## src/source/uart_cfg_pkg.sv

```systemverilog
package uart_cfg_pkg;

  // ==============================
  // sizing shared by RTL and bench
  // ==============================

  // bit period scaler width, one bit lasts scaler+1 clocks
  localparam int SCALER_W = 16;

  // default transmit FIFO depth, power of two
  localparam int FIFO_DEPTH_DEF = 8;

endpackage : uart_cfg_pkg

```

## src/source/uart_frame_pkg.sv

```systemverilog
package uart_frame_pkg;

  // ==============================
  // frame format
  // ==============================

  // data bits per frame, sent LSB first
  localparam int DATA_BITS = 8;

  // parity mode, sampled at frame start
  typedef enum logic [1:0] {
    PAR_NONE = 2'd0,
    PAR_EVEN = 2'd1,
    PAR_ODD  = 2'd2
  } parity_e;

  // ==============================
  // transmitter sequencing
  // ==============================

  // frame phases, also the line selector for the shifter
  typedef enum logic [2:0] {
    ST_IDLE   = 3'd0,
    ST_START  = 3'd1,
    ST_DATA   = 3'd2,
    ST_PARITY = 3'd3,
    ST_STOP   = 3'd4
  } tx_state_e;

endpackage : uart_frame_pkg

```

## src/source/uart_tx_fifo.sv

```systemverilog
`timescale 1ns/1ns

module uart_tx_fifo #(
  parameter int FIFO_DEPTH = 8
) (
  input  logic       clk,
  input  logic       i_reset,
  input  logic       i_push,
  input  logic [7:0] i_push_data,
  input  logic       i_pop,
  output logic [7:0] o_head,
  output logic       o_empty,
  output logic       o_full,
  output logic       o_overflow
);

  localparam int ADDR_W = $clog2(FIFO_DEPTH);
  localparam logic [ADDR_W:0] FULL_CNT = FIFO_DEPTH[ADDR_W:0];

  logic [7:0]        mem [FIFO_DEPTH];
  logic [ADDR_W-1:0] wr_ptr;
  logic [ADDR_W-1:0] rd_ptr;
  logic [ADDR_W:0]   count;
  logic              push_ok;
  logic              pop_ok;

  // a push into a full buffer is lost, even when a pop is under way
  assign push_ok = i_push && !o_full;
  assign pop_ok  = i_pop && !o_empty;

  assign o_empty = (count == '0);
  assign o_full  = (count == FULL_CNT);
  assign o_head  = mem[rd_ptr];

  // storage
  always_ff @(posedge clk) begin
    if (push_ok) begin
      mem[wr_ptr] <= i_push_data;
    end
  end

  // pointers, occupancy and drop flag
  always_ff @(posedge clk) begin
    if (i_reset) begin
      wr_ptr     <= '0;
      rd_ptr     <= '0;
      count      <= '0;
      o_overflow <= 1'b0;
    end else begin
      o_overflow <= i_push && o_full;
      if (push_ok) begin
        wr_ptr <= wr_ptr + 1'b1;
      end
      if (pop_ok) begin
        rd_ptr <= rd_ptr + 1'b1;
      end
      case ({push_ok, pop_ok})
        2'b10:   count <= count + 1'b1;
        2'b01:   count <= count - 1'b1;
        default: count <= count;
      endcase
    end
  end

endmodule : uart_tx_fifo

```

## src/source/uart_baud_timer.sv

```systemverilog
`timescale 1ns/1ns

module uart_baud_timer #(
  parameter int SCALER_W = 16
) (
  input  logic                clk,
  input  logic                i_reset,
  input  logic                i_start,
  input  logic                i_run,
  input  logic [SCALER_W-1:0] i_scaler,
  output logic                o_tick
);

  logic [SCALER_W-1:0] scaler_q;
  logic [SCALER_W-1:0] count;

  // last cycle of the bit period
  assign o_tick = i_run && (count == '0);

  // scaler held for the whole frame
  always_ff @(posedge clk) begin
    if (i_start) begin
      scaler_q <= i_scaler;
    end
  end

  always_ff @(posedge clk) begin
    if (i_reset) begin
      count <= '0;
    end else if (i_start) begin
      // start wins over a stop tick on back to back frames
      count <= i_scaler;
    end else if (i_run) begin
      if (count == '0) begin
        count <= scaler_q;
      end else begin
        count <= count - 1'b1;
      end
    end
  end

endmodule : uart_baud_timer

```

## src/source/uart_tx_shifter.sv

```systemverilog
`timescale 1ns/1ns

module uart_tx_shifter (
  input  logic                      clk,
  input  logic                      i_reset,
  input  logic                      i_load,
  input  logic [7:0]                i_data,
  input  uart_frame_pkg::parity_e   i_parity_mode,
  input  logic                      i_shift,
  input  uart_frame_pkg::tx_state_e i_phase,
  output logic                      o_txd,
  output logic                      o_parity_en
);

  logic [uart_frame_pkg::DATA_BITS-1:0] shreg;
  logic                                 parity_bit;
  logic                                 line_next;

  // ==============================
  // frame capture
  // ==============================

  always_ff @(posedge clk) begin
    if (i_load) begin
      shreg      <= i_data;
      // even parity is the plain xor, odd is its inverse
      parity_bit <= (^i_data) ^ (i_parity_mode == uart_frame_pkg::PAR_ODD);
    end else if (i_shift) begin
      shreg <= shreg >> 1;
    end
  end

  always_ff @(posedge clk) begin
    if (i_reset) begin
      o_parity_en <= 1'b0;
    end else if (i_load) begin
      o_parity_en <= (i_parity_mode != uart_frame_pkg::PAR_NONE);
    end
  end

  // ==============================
  // line level
  // ==============================

  // phase is the one about to begin, so a shift on this edge
  // means the next data bit is already at index 1
  always_comb begin
    unique case (i_phase)
      uart_frame_pkg::ST_START:  line_next = 1'b0;
      uart_frame_pkg::ST_DATA:   line_next = i_shift ? shreg[1] : shreg[0];
      uart_frame_pkg::ST_PARITY: line_next = parity_bit;
      default:                   line_next = 1'b1;
    endcase
  end

  always_ff @(posedge clk) begin
    if (i_reset) begin
      o_txd <= 1'b1;
    end else begin
      o_txd <= line_next;
    end
  end

endmodule : uart_tx_shifter

```

## src/source/uart_tx_fsm.sv

```systemverilog
`timescale 1ns/1ns

module uart_tx_fsm (
  input  logic                      clk,
  input  logic                      i_reset,
  input  logic                      i_fifo_empty,
  input  logic                      i_tick,
  input  logic                      i_parity_en,
  output logic                      o_pop,
  output logic                      o_load,
  output logic                      o_timer_start,
  output logic                      o_timer_run,
  output logic                      o_shift,
  output uart_frame_pkg::tx_state_e o_phase,
  output logic                      o_active
);

  localparam int CNT_W = $clog2(uart_frame_pkg::DATA_BITS);
  localparam logic [CNT_W-1:0] LAST_BIT = CNT_W'(uart_frame_pkg::DATA_BITS - 1);

  uart_frame_pkg::tx_state_e state;
  uart_frame_pkg::tx_state_e state_next;
  logic [CNT_W-1:0]          bit_cnt;
  logic                      frame_start;

  // ==============================
  // frame launch
  // ==============================

  // from idle, or straight out of a stop bit with no gap
  assign frame_start = !i_fifo_empty &&
                       ((state == uart_frame_pkg::ST_IDLE) ||
                        (state == uart_frame_pkg::ST_STOP && i_tick));

  assign o_pop         = frame_start;
  assign o_load        = frame_start;
  assign o_timer_start = frame_start;
  assign o_timer_run   = (state != uart_frame_pkg::ST_IDLE);
  assign o_active      = (state != uart_frame_pkg::ST_IDLE);
  assign o_shift       = (state == uart_frame_pkg::ST_DATA) && i_tick;

  // shifter registers the line for the coming phase
  assign o_phase = state_next;

  // ==============================
  // next state
  // ==============================

  always_comb begin
    state_next = state;
    unique case (state)
      uart_frame_pkg::ST_IDLE: begin
        if (frame_start) begin
          state_next = uart_frame_pkg::ST_START;
        end
      end
      uart_frame_pkg::ST_START: begin
        if (i_tick) begin
          state_next = uart_frame_pkg::ST_DATA;
        end
      end
      uart_frame_pkg::ST_DATA: begin
        if (i_tick && bit_cnt == LAST_BIT) begin
          state_next = i_parity_en ? uart_frame_pkg::ST_PARITY
                                   : uart_frame_pkg::ST_STOP;
        end
      end
      uart_frame_pkg::ST_PARITY: begin
        if (i_tick) begin
          state_next = uart_frame_pkg::ST_STOP;
        end
      end
      uart_frame_pkg::ST_STOP: begin
        if (frame_start) begin
          state_next = uart_frame_pkg::ST_START;
        end else if (i_tick) begin
          state_next = uart_frame_pkg::ST_IDLE;
        end
      end
      default: state_next = uart_frame_pkg::ST_IDLE;
    endcase
  end

  always_ff @(posedge clk) begin
    if (i_reset) begin
      state   <= uart_frame_pkg::ST_IDLE;
      bit_cnt <= '0;
    end else begin
      state <= state_next;
      // data bit index, cleared whenever outside the data phase
      if (state != uart_frame_pkg::ST_DATA) begin
        bit_cnt <= '0;
      end else if (i_tick) begin
        bit_cnt <= bit_cnt + 1'b1;
      end
    end
  end

endmodule : uart_tx_fsm

```

## src/source/uart_console_top.sv

```systemverilog
`timescale 1ns/1ns

module uart_console_top #(
  parameter int FIFO_DEPTH = uart_cfg_pkg::FIFO_DEPTH_DEF,
  parameter int SCALER_W   = uart_cfg_pkg::SCALER_W
) (
  input  logic                    clk,
  input  logic                    i_reset,
  input  logic                    i_wr_stb,
  input  logic [7:0]              i_wr_data,
  input  logic [SCALER_W-1:0]     i_scaler,
  input  uart_frame_pkg::parity_e i_parity_mode,
  output logic                    o_txd,
  output logic                    o_busy,
  output logic                    o_overflow
);

  logic                      fifo_empty;
  logic [7:0]                fifo_head;
  logic                      pop;
  logic                      load;
  logic                      timer_start;
  logic                      timer_run;
  logic                      tick;
  logic                      shift;
  logic                      parity_en;
  logic                      active;
  uart_frame_pkg::tx_state_e phase;

  // busy until the queue drains and the last stop bit is out
  assign o_busy = !fifo_empty || active;

  // ==============================
  // byte queue
  // ==============================

  // full flag only feeds the drop logic inside the FIFO
  uart_tx_fifo #(
    .FIFO_DEPTH (FIFO_DEPTH)
  ) u_fifo (
    .clk         (clk),
    .i_reset     (i_reset),
    .i_push      (i_wr_stb),
    .i_push_data (i_wr_data),
    .i_pop       (pop),
    .o_head      (fifo_head),
    .o_empty     (fifo_empty),
    .o_full      (),
    .o_overflow  (o_overflow)
  );

  // ==============================
  // bit timing and sequencing
  // ==============================

  uart_baud_timer #(
    .SCALER_W (SCALER_W)
  ) u_timer (
    .clk      (clk),
    .i_reset  (i_reset),
    .i_start  (timer_start),
    .i_run    (timer_run),
    .i_scaler (i_scaler),
    .o_tick   (tick)
  );

  uart_tx_fsm u_fsm (
    .clk           (clk),
    .i_reset       (i_reset),
    .i_fifo_empty  (fifo_empty),
    .i_tick        (tick),
    .i_parity_en   (parity_en),
    .o_pop         (pop),
    .o_load        (load),
    .o_timer_start (timer_start),
    .o_timer_run   (timer_run),
    .o_shift       (shift),
    .o_phase       (phase),
    .o_active      (active)
  );

  uart_tx_shifter u_shifter (
    .clk           (clk),
    .i_reset       (i_reset),
    .i_load        (load),
    .i_data        (fifo_head),
    .i_parity_mode (i_parity_mode),
    .i_shift       (shift),
    .i_phase       (phase),
    .o_txd         (o_txd),
    .o_parity_en   (parity_en)
  );

endmodule : uart_console_top

```

## config.mk

```make
export PLATFORM = sky130hd
export DESIGN_NAME = uart_console_top
export DESIGN_NICKNAME = d
export VERILOG_FILES = /design/src/source/uart_cfg_pkg.sv /design/src/source/uart_frame_pkg.sv /design/src/source/uart_tx_fifo.sv /design/src/source/uart_baud_timer.sv /design/src/source/uart_tx_shifter.sv /design/src/source/uart_tx_fsm.sv /design/src/source/uart_console_top.sv
export SDC_FILE = /design/constraint.sdc
export NUM_CORES = 1
export LEC_CHECK = 0
export BUFFER_PORTS_ARGS = -buffer_cell sky130_fd_sc_hd__buf_4
export CAP_MARGIN = 20
export CORE_ASPECT_RATIO = 0.9
export CORE_MARGIN = 4
export CORE_UTILIZATION = 55
export DETAILED_ROUTE_END_ITERATION = 10
export PLACE_DENSITY = 0.76
export RECOVER_POWER = 25
export SLEW_MARGIN = 0
export SYNTH_ARGS = -nofsm -noshare
export SYNTH_HDL_FRONTEND = slang
export SYNTH_SLANG_ARGS = --single-unit
```

## constraint.sdc

```tcl
create_clock -name clk -period 3.2 [get_ports clk]
set_input_delay 0.16 -clock clk [delete_from_list [all_inputs] [get_ports clk]]
set_output_delay 0.16 -clock clk [all_outputs]
set_load 0.05 [all_outputs]
```

==> impl_metrics.ini <==
[synth]
yosys_warnings = 0
synth_cell_type_count = 54
syn_nets = 492
syn_inst = 453
avgSynthCellArea_um2 = 12.6
synthFlopType = edfxtp_1
ys_async_sr_fraction_pct = 0
synthesis.area_um2 = 5700
synth_edf_count = 89
synth-seq-cells = 127
yosysSeqAreaShare_pct = 60.2

[critical_path]
arrival_ns = 3.34
crit_type = reg2reg
crit_chain = inv_1 -> ha_2 -> or4b_4 -> nor4_4 -> o21ai_4 -> inv_2 -> ha_4 -> ha_1 -> a21o_1 -> a21oi_2 -> xnor2_1 -> or3_1 -> a21oi_1
path_max_fanout = 5
crit_path_end_kind = flip-flop
cp-start-kind = flip-flop
required_ns = 3.54
cpPeakStageDelay_ns = 0.50
cp_slowest_cell = or4b_4

[drt]
drc = 0
initialDrtViolationCount = 306
routedWlPerCell_um = 18.3
ant_nets = 0
dr_total_vias = 3929
drt-total-wl_um = 12100
vias_per_cell = 5.95
drt_first_pass_iters = 5

[clocking]
ctsResizeCount = 0
clock_latency_ns = 0.42
clk_root_buffer_cell = clkbuf_16
cts_tree = done
post_cts_buffers = 0
cts_buffer_depth = 2
cts.htree.levels = 4
clk_pin_slew_ns = 0.06
cts_sinks = 127
cts_made_buffers = 17

[timing]
rsz0062_at_grt = no
setup_slack_ns = 0.199
period_minus_slack_ns = 3.00
finalSetupTns_ns = 0
finClkSkew_ns = 0.0116
worst_pin_slew_ns = 0.873
slew_violations = 0
relSlewSlack_pct = 41.6
clock.fmax_ghz = 0.333
finalSetupViolations = 0
hold_viol = 0
finalCritPeriodShare_pct = 93.8

[power]
total_power_w = 0.00688
ir_drop_uv = 674
leakagePower_nw = 2.42
p_clk_share_pct = 26.7
switchingPower_w = 0.00255
p_comb_share_pct = 37.5
power_density_nw_per_um2 = 997
swShare_pct = 37.0
p_seq_share_pct = 35.8
internal_power_w = 0.00433

[finish]
postLayoutCellArea_um2 = 6900
drive_gt1_share_pct = 19.9
nets = 560
antenna_cells = 0
finalNonFillerCells = 660
fill_cells = 687
area_growth_syn_to_layout_pct = 21.0

[floorplanning]
die_w_um = 115
fp.dieH_um = 105
boundaryPins = 32
rows = 34
dieArea_um2 = 12100
core_um2 = 9910
start_util_pct = 57.5

[placed_design]
place_ws_ns = 0.233
portBuffers = 31
placed_area_um2 = 6130
place_inst = 604
place_congestion = 0.820
place_hpwl_um = 7790

[job]
maxCapViolations = 0

[outcome]
status = finished, final reports clean

[global_route]
globalRouteOverflowTotal = 0
antenna_found_initial = 0
grt_max_degree = 32
grt_pass1_wl_um = 20300
grt_pass1_vias = 3966
grt_use_total_pct = 21.9

[min_path]
hold_path.class = in2reg
[layout by cell type, fill, tap and decap left out, types with 17 or more instances in the layout]
cell / n
a21oi_1: 21
buf_4: 26
clkbuf_16: 17
dfxtp_1: 38
dlygate4sd3_1: 24
edfxtp_1: 89
nand2_1: 34
nor2_1: 57
[final cells by class]
class	count	area, um2	share of cell area, %
Clock buffer	17	425	6.17
Sequential cell	127	3430	49.8
Inverter	10	37.5	0.544
Timing Repair Buffer	72	559	8.11
Clock inverter	15	143	2.07
Tap cell	126	158	2.29
Multi-Input combinational cell	293	2140	31.1
[flip-flops by register name (all words and copies together), names as in the netlist, named ones only]
signal / count
u_fifo.wr_ptr: 3
u_fifo.o_overflow: 1
u_shifter.o_parity_en: 1
u_shifter.shreg: 8
u_timer.scaler_q: 16
u_fsm.state: 3
u_fifo.rd_ptr: 3
u_fifo.mem: 64
u_fsm.bit_cnt: 3
u_shifter.o_txd: 1
u_fifo.count: 4
u_shifter.parity_bit: 1
u_timer.count: 16
[power groups by stage]
| stage | clock network [W] | registers [W] | logic, W |
|---|---|---|---|
| after global placement | 0 | 0.00247 | 0.00247 |
| after CTS | 0.00185 | 0.00246 | 0.00259 |
| after floorplan | 0 | 0.00242 | 0.00202 |
| after global routing | 0.00194 | 0.00251 | 0.00287 |
| final | 0.00184 | 0.00246 | 0.00258 |
| after detailed placement | 0 | 0.00249 | 0.00254 |
[through the flow]
stage	hold WS [ns]	util, %
after floorplan	0.231	-
after CTS	0.0351	70.0
after global placement	0.348	61.9
after global routing	0.0458	69.6
after detailed placement	0.350	61.9
final	0.0447	69.6
[Yosys cell counts (3+ instances only)]
| library cell | n | area share, % |
|---|---|---|
| o21ai_0 | 4 | 0.35 |
| clkbuf_1 | 14 | 0.92 |
| a211oi_1 | 6 | 0.79 |
| a31oi_1 | 4 | 0.44 |
| xor2_1 | 12 | 1.8 |
| a211oi_2 | 6 | 1.3 |
| or4_1 | 4 | 0.53 |
| nor2_1 | 57 | 3.8 |
| edfxtp_1 | 89 | 47 |
| ha_1 | 9 | 2.0 |
| xnor2_1 | 16 | 2.5 |
| o211ai_1 | 8 | 1.1 |
| nand2_1 | 34 | 2.2 |
| dfxtp_1 | 38 | 13 |
| mux4_2 | 16 | 6.3 |
| nand3_1 | 5 | 0.44 |
| inv_1 | 8 | 0.53 |
| a21oi_1 | 22 | 1.9 |
| nor4_1 | 7 | 0.77 |
| or3_1 | 4 | 0.44 |
| buf_6 | 3 | 0.59 |
| or2_2 | 3 | 0.33 |
| nor3_1 | 16 | 1.4 |
| o21ai_1 | 13 | 1.1 |
| mux2i_1 | 10 | 1.8 |
| a311oi_1 | 4 | 0.61 |
[repair_timing]
action	in CTS	in global routing
hold endpoints to repair	80	0
hold buffers	24	0
setup endpoints to repair	0	0
[critical path: cells and delay by family (launching register included)]
family,cells,cell delay [ns]
fa+ha+maj,3,0.54
simple gates,3,1.19
flops,1,0.34
compound gates,4,0.58
xor+xnor,1,0.08
buf+inv,2,0.20
[kinds of logic (layout without fill, tap and decap cells)]
kind of cell             after synthesis  after routing  synth area share, %
adder cells (fa/ha/maj)               10             10                 2.33
multiplexers                          26             26                 8.07
buffers and inverters                 33            114                 2.74
AND/OR/NAND/NOR                      146            146                 12.3
flip-flops                           127            127                 60.2
AO/OA/AOI/OAI                         83             83                 10.0
XOR/XNOR                              28             28                 4.30
[path summary, 6_finish.rpt]
kind | to | slack [ns] | cells past startpoint | from
worst min register to register | u_fsm.bit_cnt[1]$_SDFFE_PP0N_ | 0.46 | 2 | u_fsm.bit_cnt[1]$_SDFFE_PP0N_
worst max-delay path | u_fifo.count[3]$_SDFFE_PP0P_ | 0.20 | 13 | u_timer.count[0]$_SDFFE_PP0P_
worst min-delay path | u_fifo.wr_ptr[1]$_SDFFE_PP0P_ | 0.04 | 3 | i_wr_stb
worst max register to register | u_fifo.count[3]$_SDFFE_PP0P_ | 0.20 | 13 | u_timer.count[0]$_SDFFE_PP0P_
[per-layer routing]
layer | vias up | GRT usage, % | share of wire, %
met5 | - | 0 | 0
met4 | 0 | 6.71 | 0.89
met3 | 9 | 6.13 | 7.1
met2 | 134 | 32.9 | 47
met1 | 1942 | 31.1 | 45
li1 | 1844 | - | -
No activity file was read; power rests on OpenSTA's default activity.
